### config.mk
export PLATFORM = sky130hd
export DESIGN_NAME = ro_stage_top
export DESIGN_NICKNAME = d
export VERILOG_FILES = /design/src/hw/ro_pkg.sv /design/src/hw/ro_stage_top.sv /design/src/hw/ro_child_gen.sv /design/src/hw/ro_line_unpacker.sv /design/src/hw/ro_thread_counter.sv /design/src/hw/ro_burst_issuer.sv /design/src/hw/ro_tag_pool.sv /design/src/hw/ro_cfg_regs.sv
export VERILOG_INCLUDE_DIRS = /design/src /design/src/include
export SDC_FILE = /design/constraint.sdc
export NUM_CORES = 1
export LEC_CHECK = 0
export ABC_AREA = 1
export BUFFER_PORTS_ARGS = -buffer_cell sky130_fd_sc_hd__buf_2
export CORE_ASPECT_RATIO = 0.7
export CORE_MARGIN = 2
export CORE_UTILIZATION = 40
export DETAILED_ROUTE_END_ITERATION = 8
export HOLD_SLACK_MARGIN = 0.08
export REMOVE_ABC_BUFFERS = 1
export SYNTH_ARGS = -nofsm -noshare
export SYNTH_HDL_FRONTEND = slang
export SYNTH_SLANG_ARGS = --single-unit
### constraint.sdc
create_clock -name clk -period 26.6 [get_ports clk]
set_input_delay 5.32 -clock clk [delete_from_list [all_inputs] [get_ports clk]]
set_output_delay 5.32 -clock clk [all_outputs]
set_load 0.05 [all_outputs]
### src/include/ro_macros.svh
`ifndef RO_MACROS_SVH
`define RO_MACROS_SVH

// edge words per memory line, and the line itself
`define RO_LINE_WORDS 8
`define RO_LINE_BITS  512

`define RO_ADDR_W     32

// 8 read tags and 4 threads
`define RO_TAG_LOG    3
`define RO_THREAD_LOG 2

`define RO_TS_W       32
`define RO_EO_W       24  // edge index into the neighbor array

`endif
### src/hw/ro_pkg.sv
`include "ro_macros.svh"

package ro_pkg;

   typedef struct packed {
      logic [`RO_TS_W-1:0] ts;
      logic [31:0]         locale;
      logic [`RO_EO_W-1:0] eo_begin;
      logic [`RO_EO_W-1:0] eo_end;   // exclusive
   } parent_task_t;

   typedef struct packed {
      logic [`RO_TS_W-1:0] ts;
      logic [31:0]         locale;
   } child_task_t;

   // layout of one 64-bit entry in the edge array
   typedef struct packed {
      logic [31:0] weight;
      logic [31:0] neighbor;
   } edge_word_t;

   typedef struct packed {
      logic [`RO_ADDR_W-1:0]  addr;   // line aligned
      logic [`RO_TAG_LOG-1:0] tag;
      logic [4:0]             beats;
   } read_req_t;

   typedef struct packed {
      logic [`RO_TAG_LOG-1:0]   tag;
      logic [`RO_LINE_BITS-1:0] data;
   } read_rsp_t;

   typedef struct packed {
      logic [`RO_THREAD_LOG-1:0] thread;
      logic [`RO_LINE_WORDS-1:0] mask;  // words of the line that belong to the task
   } line_meta_t;

   typedef struct packed {
      logic        cyc;
      logic        stb;
      logic        we;
      logic [2:0]  adr;
      logic [31:0] dat;
   } wb_req_t;

   typedef struct packed {
      logic        ack;
      logic [31:0] dat;
   } wb_rsp_t;

endpackage

### src/hw/ro_stage_top.sv
`timescale 1ns/1ps
`include "ro_macros.svh"

module ro_stage_top (
   input  logic                 clk,
   input  logic                 rstn,
   input  logic                 in_valid,
   output logic                 in_ready,
   input  ro_pkg::parent_task_t in_task,
   output logic                 ar_valid,
   input  logic                 ar_ready,
   output ro_pkg::read_req_t    ar_req,
   input  logic                 r_valid,
   output logic                 r_ready,
   input  ro_pkg::read_rsp_t    r_rsp,
   output logic                 out_valid,
   input  logic                 out_ready,
   output ro_pkg::child_task_t  out_task,
   output logic                 out_last,
   input  ro_pkg::wb_req_t      wb_in,
   output ro_pkg::wb_rsp_t      wb_out
);

   logic [`RO_ADDR_W-1:0]     edge_base;
   logic                      thread_avail;
   logic [`RO_THREAD_LOG-1:0] thread_id;
   logic                      thread_take;
   logic                      tag_avail;
   logic [`RO_TAG_LOG-1:0]    tag_id;
   logic                      tag_take;
   logic                      tag_put;
   logic [`RO_TAG_LOG-1:0]    tag_put_id;
   logic                      cnt_load;
   logic [`RO_THREAD_LOG-1:0] cnt_thread;
   logic [`RO_EO_W-1:0]       cnt_value;
   logic [`RO_TAG_LOG-1:0]    lookup_tag;
   ro_pkg::line_meta_t        lookup_meta;
   logic [`RO_TS_W-1:0]       lookup_ts;
   logic                      item_valid;
   logic                      item_ready;
   ro_pkg::edge_word_t        item_edge;
   logic [`RO_TS_W-1:0]       item_ts;
   logic [`RO_THREAD_LOG-1:0] item_thread;
   logic                      dec;
   logic [`RO_THREAD_LOG-1:0] dec_thread;
   logic                      free_valid;
   logic [`RO_THREAD_LOG-1:0] free_thread;

   ro_cfg_regs i_cfg (.clk, .rstn, .wb_in, .wb_out, .edge_base);

   ro_tag_pool #(.LOG_DEPTH(`RO_THREAD_LOG)) i_thread_pool (
      .clk, .rstn,
      .take(thread_take), .put(free_valid), .put_id(free_thread),
      .avail(thread_avail), .next_id(thread_id), .all_free()
   );

   ro_tag_pool #(.LOG_DEPTH(`RO_TAG_LOG)) i_tag_pool (
      .clk, .rstn,
      .take(tag_take), .put(tag_put), .put_id(tag_put_id),
      .avail(tag_avail), .next_id(tag_id), .all_free()
   );

   ro_burst_issuer i_issuer (
      .clk, .rstn, .in_valid, .in_ready, .in_task, .edge_base,
      .thread_avail, .thread_id, .thread_take,
      .tag_avail, .tag_id, .tag_take,
      .ar_valid, .ar_ready, .ar_req,
      .cnt_load, .cnt_thread, .cnt_value,
      .lookup_tag, .lookup_meta, .lookup_ts
   );

   ro_thread_counter i_counter (
      .clk, .rstn,
      .load(cnt_load), .load_thread(cnt_thread), .load_value(cnt_value),
      .dec, .dec_thread, .last(out_last), .free_valid, .free_thread
   );

   ro_line_unpacker i_unpacker (
      .clk, .rstn, .r_valid, .r_ready, .r_rsp, .tag_put, .tag_put_id,
      .lookup_tag, .lookup_meta, .lookup_ts,
      .item_valid, .item_ready, .item_edge, .item_ts, .item_thread
   );

   ro_child_gen i_child (
      .clk, .rstn, .item_valid, .item_ready, .item_edge, .item_ts, .item_thread,
      .out_valid, .out_ready, .out_task, .dec, .dec_thread
   );

endmodule

### src/hw/ro_child_gen.sv
`timescale 1ns/1ps
`include "ro_macros.svh"

module ro_child_gen (
   input  logic                      clk,
   input  logic                      rstn,
   input  logic                      item_valid,
   output logic                      item_ready,
   input  ro_pkg::edge_word_t        item_edge,
   input  logic [`RO_TS_W-1:0]       item_ts,
   input  logic [`RO_THREAD_LOG-1:0] item_thread,
   output logic                      out_valid,
   input  logic                      out_ready,
   output ro_pkg::child_task_t       out_task,
   output logic                      dec,
   output logic [`RO_THREAD_LOG-1:0] dec_thread
);

   logic [`RO_THREAD_LOG-1:0] thread_q;

   assign item_ready = !out_valid | out_ready;
   assign dec        = out_valid & out_ready;
   assign dec_thread = thread_q;

   always_ff @(posedge clk) begin
      if (!rstn)
         out_valid <= 1'b0;
      else if (item_ready)
         out_valid <= item_valid;
   end

   always_ff @(posedge clk) begin
      if (item_valid && item_ready) begin
         out_task.ts     <= item_ts + item_edge.weight;  // distance through this edge
         out_task.locale <= item_edge.neighbor;
         thread_q        <= item_thread;
      end
   end

endmodule

### src/hw/ro_line_unpacker.sv
`timescale 1ns/1ps
`include "ro_macros.svh"

module ro_line_unpacker (
   input  logic                      clk,
   input  logic                      rstn,
   input  logic                      r_valid,
   output logic                      r_ready,
   input  ro_pkg::read_rsp_t         r_rsp,
   output logic                      tag_put,
   output logic [`RO_TAG_LOG-1:0]    tag_put_id,
   output logic [`RO_TAG_LOG-1:0]    lookup_tag,
   input  ro_pkg::line_meta_t        lookup_meta,
   input  logic [`RO_TS_W-1:0]       lookup_ts,
   output logic                      item_valid,
   input  logic                      item_ready,
   output ro_pkg::edge_word_t        item_edge,
   output logic [`RO_TS_W-1:0]       item_ts,
   output logic [`RO_THREAD_LOG-1:0] item_thread
);

   localparam int IDX_W = $clog2(`RO_LINE_WORDS);

   logic                      held;
   logic [`RO_LINE_BITS-1:0]  line_q;
   logic [`RO_LINE_WORDS-1:0] mask_q;
   logic [`RO_THREAD_LOG-1:0] thread_q;
   logic [`RO_TS_W-1:0]       ts_q;
   logic [IDX_W-1:0]          idx;
   logic [`RO_LINE_WORDS-1:0] mask_clr;
   logic                      r_fire;
   logic                      item_fire;

   assign r_ready    = !held;
   assign r_fire     = r_valid & r_ready;
   assign lookup_tag = r_rsp.tag;
   assign tag_put    = r_fire;   // meta is copied below, so the tag can go
   assign tag_put_id = r_rsp.tag;

   always_comb begin
      idx = '0;
      for (int i = `RO_LINE_WORDS - 1; i >= 0; i--) begin
         if (mask_q[i])
            idx = IDX_W'(i);
      end
      mask_clr      = mask_q;
      mask_clr[idx] = 1'b0;
   end

   assign item_valid  = held;
   assign item_fire   = item_valid & item_ready;
   assign item_edge   = ro_pkg::edge_word_t'(line_q[int'(idx) * 64 +: 64]);
   assign item_ts     = ts_q;
   assign item_thread = thread_q;

   always_ff @(posedge clk) begin
      if (!rstn)
         held <= 1'b0;
      else if (r_fire)
         held <= 1'b1;
      else if (item_fire && mask_clr == '0)
         held <= 1'b0;
   end

   always_ff @(posedge clk) begin
      if (r_fire) begin
         line_q   <= r_rsp.data;
         mask_q   <= lookup_meta.mask;
         thread_q <= lookup_meta.thread;
         ts_q     <= lookup_ts;
      end else if (item_fire) begin
         mask_q <= mask_clr;
      end
   end

endmodule

### src/hw/ro_thread_counter.sv
`timescale 1ns/1ps
`include "ro_macros.svh"

module ro_thread_counter (
   input  logic                      clk,
   input  logic                      rstn,
   input  logic                      load,
   input  logic [`RO_THREAD_LOG-1:0] load_thread,
   input  logic [`RO_EO_W-1:0]       load_value,
   input  logic                      dec,
   input  logic [`RO_THREAD_LOG-1:0] dec_thread,
   output logic                      last,
   output logic                      free_valid,
   output logic [`RO_THREAD_LOG-1:0] free_thread
);

   localparam int N_THREADS = 2**`RO_THREAD_LOG;

   // children not yet handed out, per thread
   logic [`RO_EO_W-1:0] remaining [N_THREADS];

   assign last        = remaining[dec_thread] == `RO_EO_W'(1);
   assign free_valid  = dec & last;   // final child leaves, thread goes back
   assign free_thread = dec_thread;

   always_ff @(posedge clk) begin
      if (!rstn) begin
         for (int t = 0; t < N_THREADS; t++)
            remaining[t] <= '0;
      end else begin
         if (load)
            remaining[load_thread] <= load_value;
         if (dec)
            remaining[dec_thread] <= remaining[dec_thread] - 1'b1;  // load is a free thread
      end
   end

endmodule

### src/hw/ro_burst_issuer.sv
`timescale 1ns/1ps
`include "ro_macros.svh"

module ro_burst_issuer (
   input  logic                      clk,
   input  logic                      rstn,
   input  logic                      in_valid,
   output logic                      in_ready,
   input  ro_pkg::parent_task_t      in_task,
   input  logic [`RO_ADDR_W-1:0]     edge_base,
   input  logic                      thread_avail,
   input  logic [`RO_THREAD_LOG-1:0] thread_id,
   output logic                      thread_take,
   input  logic                      tag_avail,
   input  logic [`RO_TAG_LOG-1:0]    tag_id,
   output logic                      tag_take,
   output logic                      ar_valid,
   input  logic                      ar_ready,
   output ro_pkg::read_req_t         ar_req,
   output logic                      cnt_load,
   output logic [`RO_THREAD_LOG-1:0] cnt_thread,
   output logic [`RO_EO_W-1:0]       cnt_value,
   input  logic [`RO_TAG_LOG-1:0]    lookup_tag,
   output ro_pkg::line_meta_t        lookup_meta,
   output logic [`RO_TS_W-1:0]       lookup_ts
);

   localparam int OFS_W = $clog2(`RO_LINE_BITS / 8);  // byte offset within a line
   localparam int IDX_W = $clog2(`RO_LINE_WORDS);

   typedef enum logic {idle_st, issuing_st} state_t;

   state_t                    state;
   logic [`RO_ADDR_W-1:0]     cur_addr;
   logic [`RO_EO_W-1:0]       cur_left;   // words still to request
   logic [`RO_THREAD_LOG-1:0] cur_thread;
   ro_pkg::line_meta_t        meta_tab [2**`RO_TAG_LOG];
   logic [`RO_TS_W-1:0]       ts_tab [2**`RO_THREAD_LOG];

   logic [IDX_W-1:0]          w0;
   logic [IDX_W:0]            room;
   logic [IDX_W:0]            n_line;
   logic [IDX_W:0]            line_end;
   logic                      last_line;
   logic [`RO_LINE_WORDS-1:0] line_mask;
   logic                      ar_fire;
   logic                      take_new;

   assign w0        = cur_addr[OFS_W-1:3];
   assign room      = (IDX_W+1)'(`RO_LINE_WORDS) - {1'b0, w0};
   assign last_line = cur_left <= `RO_EO_W'(room);
   assign n_line    = last_line ? cur_left[IDX_W:0] : room;
   assign line_end  = {1'b0, w0} + n_line;

   always_comb begin
      for (int i = 0; i < `RO_LINE_WORDS; i++)
         line_mask[i] = ((IDX_W+1)'(i) >= {1'b0, w0}) && ((IDX_W+1)'(i) < line_end);
   end

   assign ar_valid = (state == issuing_st) & tag_avail;  // no tag, no request
   assign ar_fire  = ar_valid & ar_ready;
   assign tag_take = ar_fire;
   assign ar_req   = '{addr: {cur_addr[`RO_ADDR_W-1:OFS_W], OFS_W'(0)}, tag: tag_id, beats: 5'd1};

   // next task may enter on the cycle the last line goes out
   assign in_ready    = thread_avail & ((state == idle_st) | (ar_fire & last_line));
   assign take_new    = in_valid & in_ready & (in_task.eo_end != in_task.eo_begin);
   assign thread_take = take_new;

   assign cnt_load   = take_new;
   assign cnt_thread = thread_id;
   assign cnt_value  = in_task.eo_end - in_task.eo_begin;

   always_ff @(posedge clk) begin
      if (!rstn)
         state <= idle_st;
      else if (take_new)
         state <= issuing_st;
      else if (ar_fire && last_line)
         state <= idle_st;
   end

   always_ff @(posedge clk) begin
      if (take_new) begin
         cur_addr   <= edge_base + {{(`RO_ADDR_W-`RO_EO_W-3){1'b0}}, in_task.eo_begin, 3'b000};
         cur_left   <= cnt_value;
         cur_thread <= thread_id;
         ts_tab[thread_id] <= in_task.ts;
      end else if (ar_fire) begin
         cur_addr <= {cur_addr[`RO_ADDR_W-1:OFS_W] + 1'b1, OFS_W'(0)};
         cur_left <= cur_left - `RO_EO_W'(n_line);
      end
      if (ar_fire)
         meta_tab[tag_id] <= '{thread: cur_thread, mask: line_mask};
   end

   assign lookup_meta = meta_tab[lookup_tag];
   assign lookup_ts   = ts_tab[lookup_meta.thread];

endmodule

### src/hw/ro_tag_pool.sv
`timescale 1ns/1ps

module ro_tag_pool #(
   parameter int LOG_DEPTH = 3
) (
   input  logic                 clk,
   input  logic                 rstn,
   input  logic                 take,
   input  logic                 put,
   input  logic [LOG_DEPTH-1:0] put_id,
   output logic                 avail,
   output logic [LOG_DEPTH-1:0] next_id,
   output logic                 all_free
);

   localparam int DEPTH = 2**LOG_DEPTH;

   logic [DEPTH-1:0] free_q;   // one bit per id, set when free

   // lowest free id is handed out first
   always_comb begin
      next_id = '0;
      for (int i = DEPTH - 1; i >= 0; i--) begin
         if (free_q[i])
            next_id = LOG_DEPTH'(i);
      end
   end

   assign avail    = |free_q;
   assign all_free = &free_q;

   always_ff @(posedge clk) begin
      if (!rstn) begin
         free_q <= '1;
      end else begin
         if (take && avail)
            free_q[next_id] <= 1'b0;
         if (put)
            free_q[put_id] <= 1'b1;  // never the id taken this cycle
      end
   end

endmodule

### src/hw/ro_cfg_regs.sv
`timescale 1ns/1ps
`include "ro_macros.svh"

module ro_cfg_regs (
   input  logic                  clk,
   input  logic                  rstn,
   input  ro_pkg::wb_req_t       wb_in,
   output ro_pkg::wb_rsp_t       wb_out,
   output logic [`RO_ADDR_W-1:0] edge_base
);

   logic [31:0] base_word;   // word address of the edge array
   logic        ack_q;
   logic [31:0] dat_q;
   logic        hit;

   assign hit = wb_in.cyc & wb_in.stb & !ack_q;  // one ack per access

   always_ff @(posedge clk) begin
      if (!rstn) begin
         base_word <= '0;
         ack_q     <= 1'b0;
      end else begin
         ack_q <= hit;
         if (hit && wb_in.we && wb_in.adr == 3'd0)
            base_word <= wb_in.dat;
      end
   end

   always_ff @(posedge clk) begin
      if (hit)
         dat_q <= (wb_in.adr == 3'd0) ? base_word : 32'd0;
   end

   assign wb_out    = '{ack: ack_q, dat: dat_q};
   assign edge_base = {base_word[`RO_ADDR_W-3:0], 2'b00};  // words to bytes

endmodule

== Word level (Yosys, flattened, before mapping) ==
Memories as Yosys holds them, arrays and structs flattened. A register that Yosys moved wholly into a read port is not among the register bits.
Cells that the tools add are included.

* Output and inout port bits: 142
* Memories kept: 3
* Logic and storage cells: 176
* Latch bits: 0
* Memory bits (read-only): 0
* Bits in writable memories: 304
* Bits in registers: 726

{| class="wikitable"
|+ Memories
! memory !! depth !! width !! read ports !! clocked after Yosys merged registers in !! write ports !! line !! source
|-
| i_issuer.ts_tab || 4 || 32 || 1 || 1 || 1 || ro_burst_issuer.sv:38 || <nowiki>logic [`RO_TS_W-1:0] ts_tab [2**`RO_THREAD_LOG];</nowiki>
|-
| i_counter.remaining || 4 || 24 || 1 || 1 || 4 || ro_thread_counter.sv:20 || <nowiki>logic [`RO_EO_W-1:0] remaining [N_THREADS];</nowiki>
|-
| i_issuer.meta_tab || 8 || 10 || 1 || 0 || 1 || ro_burst_issuer.sv:37 || <nowiki>ro_pkg::line_meta_t meta_tab [2**`RO_TAG_LOG];</nowiki>
|}

* Div/mod/pow operators: 0
* Mux-type cells: 64
* Order comparisons: 26
* Reductions and logical operators: 32
* Multipliers: 0
* Shifts and indexed selects: 1
* Equal/unequal tests: 2
* Bitwise logic cells: 23
* Add/sub/neg operators: 8

{| class="wikitable"
|+ Operators with widths
! operator !! number
|-
| indexed part select 512 x 10 -> 64 bit || 1
|-
| two-way mux 24 bit || 4
|-
| two-way mux 32 bit || 2
|-
| two-way mux 3 bit || 16
|-
| OR reduction 24 bit || 2
|-
| two-way mux 8 bit || 5
|-
| adder 32 x 27 -> 32 bit || 1
|-
| adder 32 bit || 1
|-
| adder 26 x 1 -> 26 bit (second input constant) || 1
|-
| == test 24 x 1 -> 1 bit (second input constant) || 1
|-
| <= comparator 24 x 4 -> 1 bit || 1
|-
| inequality test 24 bit || 1
|-
| subtractor 24 x 1 -> 24 bit (second input constant) || 1
|-
| subtractor 24 bit || 1
|-
| subtractor 24 x 4 -> 24 bit || 1
|-
| two-way mux 1 bit || 21
|-
| logical AND 1 bit || 19
|-
| bitwise AND 8 bit || 2
|-
| less-than comparator 3 x 4 -> 1 bit (first input constant) || 4
|-
| two-way mux 4 bit || 4
|-
| NOT 8 bit || 2
|-
| two-way mux 2 bit || 7
|-
| bitwise AND 1 bit || 12
|-
| less-than comparator 3 x 4 -> 1 bit (second input constant) || 3
|-
| 24 further kinds || 43
|}

== Depth between registers and ports, before layout ==
Gate-level depths: netlist of the first run.

* Depth after elaboration: 18
* Depth in mapped cells: 26

== Modules after synthesis ==
A second synthesis of the first run with hierarchy kept.

* Cells, all modules: 5247
* Area, all modules: 51359.3 um^2

{| class="wikitable"
|+ Modules (own cells, without submodules)
! module !! cells an instance !! area an instance (um^2) !! seq. area each (um^2) !! instances
|-
| ro_line_unpacker || 1577 || 21416.8 || 16656.0 || 1
|-
| ro_burst_issuer || 1846 || 15760.1 || 7917.6 || 1
|-
| ro_thread_counter || 790 || 6074.6 || 2882.8 || 1
|-
| ro_child_gen || 568 || 4418.0 || 2001.9 || 1
|-
| ro_cfg_regs || 352 || 2952.8 || 1621.6 || 1
|-
| ro_tag_pool at i_tag_pool || 81 || 528.0 || 160.2 || 1
|-
| ro_tag_pool at i_thread_pool || 33 || 209.0 || 80.1 || 1
|}

== Worst setup path before layout of the first run ==
OpenSTA, ideal clock, no wires.

* Kind: input port to flip-flop
* From: input port r_valid
* To: register i_unpacker.mask_q[1], data pin
* Cell stages on the path: 4
* Slack: 4.186 ns
* Buffers on the path: 1
* Data arrival time: 21.527 ns
* Path through: nand2_1 > inv_1 > clkbuf_1 > o21ai_0

* Longest elaborated chain between the ends: 2

{| class="wikitable"
|+ Ends and longest elaborated chain
! item !! line !! source
|-
| from (decl) || ro_stage_top.sv:13 || <nowiki>input logic r_valid,</nowiki>
|-
| bitwise AND 1 bit || ro_line_unpacker.sv:35 || <nowiki>assign r_fire = r_valid & r_ready;</nowiki>
|-
| net i_tag_pool.put || ro_tag_pool.sv:9 || <nowiki>input logic put,</nowiki>
|-
| two-way mux 8 bit || ro_line_unpacker.sv:66 || <nowiki>if (r_fire) begin</nowiki>
|-
| to (signal assigned) || ro_line_unpacker.sv:68 || <nowiki>mask_q <= lookup_meta.mask;</nowiki>
|-
| to (signal assigned) || ro_line_unpacker.sv:72 || <nowiki>mask_q <= mask_clr;</nowiki>
|-
| to (decl) || ro_line_unpacker.sv:26 || <nowiki>logic [`RO_LINE_WORDS-1:0] mask_q;</nowiki>
|}

The timed path passes the listed nets, and every way through them passes these cells.
A chain may end at the register's enable or synchronous reset.

== Final worst setup path of the first run ==
* From: input port ar_ready
* To: output port in_ready

* Longest elaborated chain between the ends: 4

{| class="wikitable"
|+ Ends and longest elaborated chain
! item !! line !! source
|-
| from (decl) || ro_stage_top.sv:11 || <nowiki>input logic ar_ready,</nowiki>
|-
| bitwise AND 1 bit || ro_burst_issuer.sv:61 || <nowiki>assign ar_fire = ar_valid & ar_ready;</nowiki>
|-
| bitwise AND 1 bit || ro_burst_issuer.sv:66 || <nowiki>assign in_ready = thread_avail & ((state == idle_st) | (ar_fire & last_line));</nowiki>
|-
| bitwise OR 1 bit || ro_burst_issuer.sv:66 ||
|-
| bitwise AND 1 bit || ro_burst_issuer.sv:66 ||
|-
| to (decl) || ro_stage_top.sv:8 || <nowiki>output logic in_ready,</nowiki>
|}

No other way between the ends.

==> results of run 1 <==
## flip-flops by register name, summed over array words and instances (netlist names), 32 cells and up, named ones only
signal               cells
i_cfg.base_word         32
i_cfg.dat_q             32
i_child.out_task        64
i_counter.remaining     96
i_issuer.meta_tab       80
i_issuer.ts_tab        128
i_unpacker.item_ts      32
i_unpacker.line_q      512
## where the power goes
group	total [µW]	switching, µW	internal [µW]
Clock	1560	679	884
Combinational	885	641	243
Sequential	2030	43.1	1990
Total	4480	1360	3120
## through the flow
step                worst slack (ns)  total power, µW  instance area, µm²  hold slack, ns
detailed placement             14.93             2950               52900           0.432
finish                         14.95             4480               56600           0.445
CTS                            14.93             4500               56500           0.447
floorplan                       8.88             2640               46600           0.427
global placement               14.93             2940               52900           0.431
global route                   14.87             4660               56500           0.463
## cells by family (layout without fill, tap and decap cells)
group,count (synthesis),in the layout,synth area share
AND/OR/NAND/NOR,1851,1851,0.163
flip-flops,1061,1061,0.659
other,2,58,0.000158
XOR/XNOR,111,111,0.0204
AO/OA/AOI/OAI,681,681,0.0862
adder cells (fa/ha/maj),101,101,0.0273
buffers and inverters,499,1303,0.0443
## Yosys cell counts, types with 31 or more instances
library cell     n  area [µm²]
edfxtp_1      1011       30400
o21ai_0        228        1140
buf_1           31         116
nand4_1         37         231
clkbuf_1        86         323
nor2_1         333        1250
nand2_1        989        3710
xnor2_1         38         333
inv_1          287        1080
nor3_1          64         320
ha_1            96        1200
a32oi_1         32         280
xor2_1          73         639
o22ai_1         65         407
buf_2           39         195
dfxtp_1         50        1000
buf_4           50         375
nand3_1        385        1930
a21oi_1        209        1050
## metal layers
metal / up-vias / track usage / part of all wire / wire, µm
met5: - / 0 / 0.0014 / 206
li1: 16800 / - / - / -
met1: 17400 / 0.341 / 0.43 / 65600
met3: 241 / 0.0540 / 0.084 / 12800
met4: 28 / 0.0582 / 0.021 / 3210
met2: 1384 / 0.383 / 0.46 / 70100
## tightest hold or removal path, stage by stage (launching register included)
cell	delay, ns
edfxtp_1	0.34
nand2_1	0.05
o21ai_0	0.05
## layout make-up
| class | instances | share of cell area |
|---|---|---|
| inverter | 293 | 0.0197 |
| multi-input combinational | 2755 | 0.252 |
| clock buffer | 125 | 0.0494 |
| antenna | 47 | 0.00208 |
| tap | 1551 | 0.0343 |
| sequential | 1061 | 0.554 |
| clock inverter | 70 | 0.0141 |
| timing repair buffer | 815 | 0.0745 |
## path summary, 6_finish.rpt
path                              from                    to  cells after the start
min          i_unpacker.item_thread[1]             flip-flop                      2
max                           ar_ready              in_ready                      5
min reg2reg  i_unpacker.item_thread[1]             flip-flop                      2
max reg2reg       i_unpacker.mask_q[7]  i_child.out_task[54]                     23
==> results.cfg, run 1 <==
[run_status]
status = finished, final reports clean

[detailed_routing]
drt_first_pass_iters = 6
ant_nets = 0
drc = 0
vias = 35800
drt_iter0_markers = 3674
totalWireLength_mm = 152
vias_per_cell = 5.33
wl_per_cell_um = 22.6

[final_layout]
nFillCells = 10800
fin_cells = 6717
multi_input_area_um2 = 14300
drive_gt1_frac = 0.200
seq_area_um2 = 31400
layout_common_cells = 1011 x edfxtp_1, 982 x nand2_1, 769 x buf_2, 384 x nand3_1, 327 x nor2_1
syn2layout_area_growth_pct = 19.0
final_common_cell = edfxtp_1
utilization = 0.481
nets = 5803

[timing]
timing.final.crit_share = 0.438
fmax_ghz = 0.0858
skew_ns = 0.0508
slew_headroom = 0.163
min_period_ns = 11.65
rsz0062_at_grt = false
setup_tns_ns = 0
tightestPinTransition_ns = 1.25
setup_viol = 0
slew_viol_final = 0
hold_viol = 0

[setup_path]
cp_slowest_cell = buf_2
crit_buf_inv = 2
crit_family = buffers and inverters
max_stage_delay_ns = 0.31
worstPathRequired_ns = 21.28
crit_arrival_ns = 6.33
reg2reg_slack_ns = 20.26
path_max_fanout = 7
cp-end-kind = primary output
setup.worst_path.start_class = input pin
path_cells = buf_2 -> nand2_1 -> o21ai_4 -> and2_1 -> buf_2
critPathKind = input pin to primary output
cp_common_cell = buf_2

[die]
io_pins = 813
die_area_um2 = 122000
num_rows = 105
die_w_um = 416
initial_core_util = 0.405
fp.dieH_um = 293
core_um2 = 118000

[clock_network]
clk_latency_ns = 0.73
cts_sinks = 1061
postCtsSetupBuffers = 0
cts.reportedPaths.clkPinSlew_ns = 0.06
h-tree-depth = 3
ctsLongestPathBuffers = 3
cts_buffers = 105
cts-root-buf = clkbuf_16
cts_hold_buffers = 0
cts_tree = yes
ctsResizeCount = 0

[logic_synthesis]
ys_warn_count = 0
synth_edf_count = 1011
syn_avg_cell_area_um2 = 11.1
async_flop_share = 0
synth_seq_cells = 1061
syn-cell-area_um2 = 47600
synth_flop_cell = edfxtp_1
synth-seq-area-share = 0.659
synthCells = 4306
synth_cell_types = 56

[place]
dp.final_hpwl_mm = 107
gp_congestion = 0.917
port_buffers = 769
place_inst = 6475

[global_route]
grt_overflow = 0
grt_usage = 0.242
grt_start_max_net_pins = 197
grt_pass1_wl_mm = 221
grt_pass1_vias = 33400
antenna_found_initial = 61

[power_and_ir_drop]
p_per_area_nw_per_um2 = 79.1
ir_worst_vdd_v = 0.0000522
p_leak_uw = 0.0225

[hold_path]
hp-class = flip-flop to flip-flop

[job]
maxCapViolCount = 0
Power figures use the tool's default switching activity.
==> inputs of run 2 (changes only) <==
clock period = 11.4 ns   (was 26.6 ns; I/O delays follow)
==> run 2 against run 1 <==
  * Core utilization shrank 0.10 points
  * Total power grew 130%
  * Critical path depth is 15 higher
  * First-iteration DRC count up 6.2%
  * Final cell count unchanged
  * Combinational power increased by 130%
==> results.cfg, run 2 (synthesized netlist as in run 1, its figures left out) <==
[setup_path]
cp_slowest_cell = nand2_2
critPathKind = flip-flop to flip-flop
crit_start = i_unpacker.mask_q[6]
path_cells = inv_1 -> nand2_1 -> nand2_1 -> nand2_1 -> nand2_1 -> nand2_1 -> nand2_1 -> nand2_4 -> inv_6 -> buf_4 -> nand2_2 -> o221ai_1 -> nor3_1 -> ha_1 -> nand2_1 -> nor2_1 -> nand4_1 -> o21ai_0 -> a21o_1 -> xor2_1
crit_arrival_ns = 7.33
path_max_fanout = 86
r2r-start = i_unpacker.mask_q[6]
setup.worst_path.start_class = flip-flop
worstPathRequired_ns = 11.92
max_stage_delay_ns = 0.86
cp_common_cell = nand2_1
cp-end-kind = flip-flop

[final_layout]
seq_area_um2 = 31400
drive_gt1_frac = 0.199
largestRegisters = i_unpacker.line_q x512, i_issuer.ts_tab x128, i_counter.remaining x96
largest_reg_flops = 512
top_register = i_unpacker.line_q
final_common_cell = edfxtp_1
final_design_area_no_fill_um2 = 56500
nFillCells = 10800
syn2layout_area_growth_pct = 18.7
nets = 5798
layout_common_cells = 1011 x edfxtp_1, 982 x nand2_1, 769 x buf_2, 384 x nand3_1, 327 x nor2_1
multi_input_area_um2 = 14300

[clock_network]
postCtsSetupBuffers = 0
cts.reportedPaths.clkPinSlew_ns = 0.06
ctsResizeCount = 0
cts_hold_buffers = 0
cts_buffers = 103
h-tree-depth = 3
cts_tree = yes
clk_latency_ns = 0.74
cts_sinks = 1061
cts-root-buf = clkbuf_16
ctsLongestPathBuffers = 3

[power_and_ir_drop]
p_per_area_nw_per_um2 = 183
clock_power_share = 0.344
sw_frac_of_total = 0.305
pwr-share-seq = 0.457
p_leak_uw = 0.0225
p_int_uw = 7200
p_switching_uw = 3160
comb_power_share = 0.199
ir_worst_vdd_v = 0.000121

[die]
die_w_um = 416
initial_core_util = 0.405
num_rows = 105
core_um2 = 118000
fp.dieH_um = 293
io_pins = 813
die_area_um2 = 122000

[timing]
hold_viol = 0
rsz0062_at_grt = false
slew_headroom = 0.195
timing.final.crit_share = 0.598
setup_tns_ns = 0
min_period_ns = 6.81
skew_ns = 0.0421
fmax_ghz = 0.147
hold_ws_ns = 0.454
slew_viol_final = 0
setup_viol = 0
tightestPinTransition_ns = 1.20

[place]
gp_congestion = 0.911
port_buffers = 769
postPlaceCellArea_um2 = 52900
dp.final_hpwl_mm = 106

[global_route]
grt_overflow = 0
grt_usage = 0.242
grt_start_max_net_pins = 200
grt_pass1_wl_mm = 219
grt_pass1_vias = 33100
antenna_found_initial = 67

[job]
maxCapViolCount = 0

[detailed_routing]
ant_nets = 0
drt_first_pass_iters = 6
totalWireLength_mm = 151
wl_per_cell_um = 22.5
vias = 35900
vias_per_cell = 5.35
drt_iter0_markers = 3901
drc = 0

[hold_path]
hp-class = flip-flop to flip-flop
min_from = i_unpacker.item_thread[1]

[run_status]
status = finished, final reports clean
run 2: path summary, 6_finish.rpt:
check / endpoint / slack [ns] / cells past startpoint
min: i_child.dec_thread[1] / 0.45 / 0
min reg2reg: i_child.dec_thread[1] / 0.45 / 0
max: i_child.out_task[46] / 4.59 / 20
max reg2reg: i_child.out_task[46] / 4.59 / 20
run 2: cell type report:
| cell class | instances | area share |
|---|---|---|
| Clock inverter | 67 | 0.0134 |
| Antenna cell | 50 | 0.00221 |
| Timing Repair Buffer | 812 | 0.0743 |
| Clock buffer | 128 | 0.0484 |
| Multi-Input combinational cell | 2755 | 0.252 |
| Tap cell | 1551 | 0.0344 |
| Inverter | 293 | 0.0197 |
| Sequential cell | 1061 | 0.555 |
run 2: per-layer routing:
metal	vias to the layer above	track usage	share of wire
li1	16800	-	-
met1	17400	0.341	0.43
met2	1462	0.380	0.46
met3	239	0.0508	0.085
met4	30	0.0614	0.021
met5	-	0	0.0012
run 2: per-stage QoR:
| stage | power [µW] | setup WS (ns) | util | cells |
|---|---|---|---|---|
| floorplan | 6170 | -3.28 | - | 4109 |
| global placement | 6850 | 4.56 | 0.450 | 6472 |
| detailed placement | 6870 | 4.59 | 0.450 | 6472 |
| CTS | 10400 | 4.61 | 0.479 | 6667 |
| global route | 10800 | 4.15 | 0.480 | 6688 |
| finish | 10400 | 4.59 | 0.480 | 6717 |
run 2: critical path, delay by kind of cell (launching register included):
family / cells / cell delay [ns]
AND/OR/NAND/NOR: 12 / 2.31
AO/OA/AOI/OAI: 3 / 1.44
XOR/XNOR: 1 / 0.30
buffers and inverters: 3 / 1.52
flip-flops: 1 / 0.42
adder cells (fa/ha/maj): 1 / 0.39
run 2: power by group through the flow:
stage               clock network [µW]  registers [µW]  logic (µW)
floorplan                            0            5120        1050
global placement                     0            4810        2040
detailed placement                   0            4820        2050
CTS                               3630            4740        2060
global route                      3780            4760        2250
finish                            3560            4740        2060
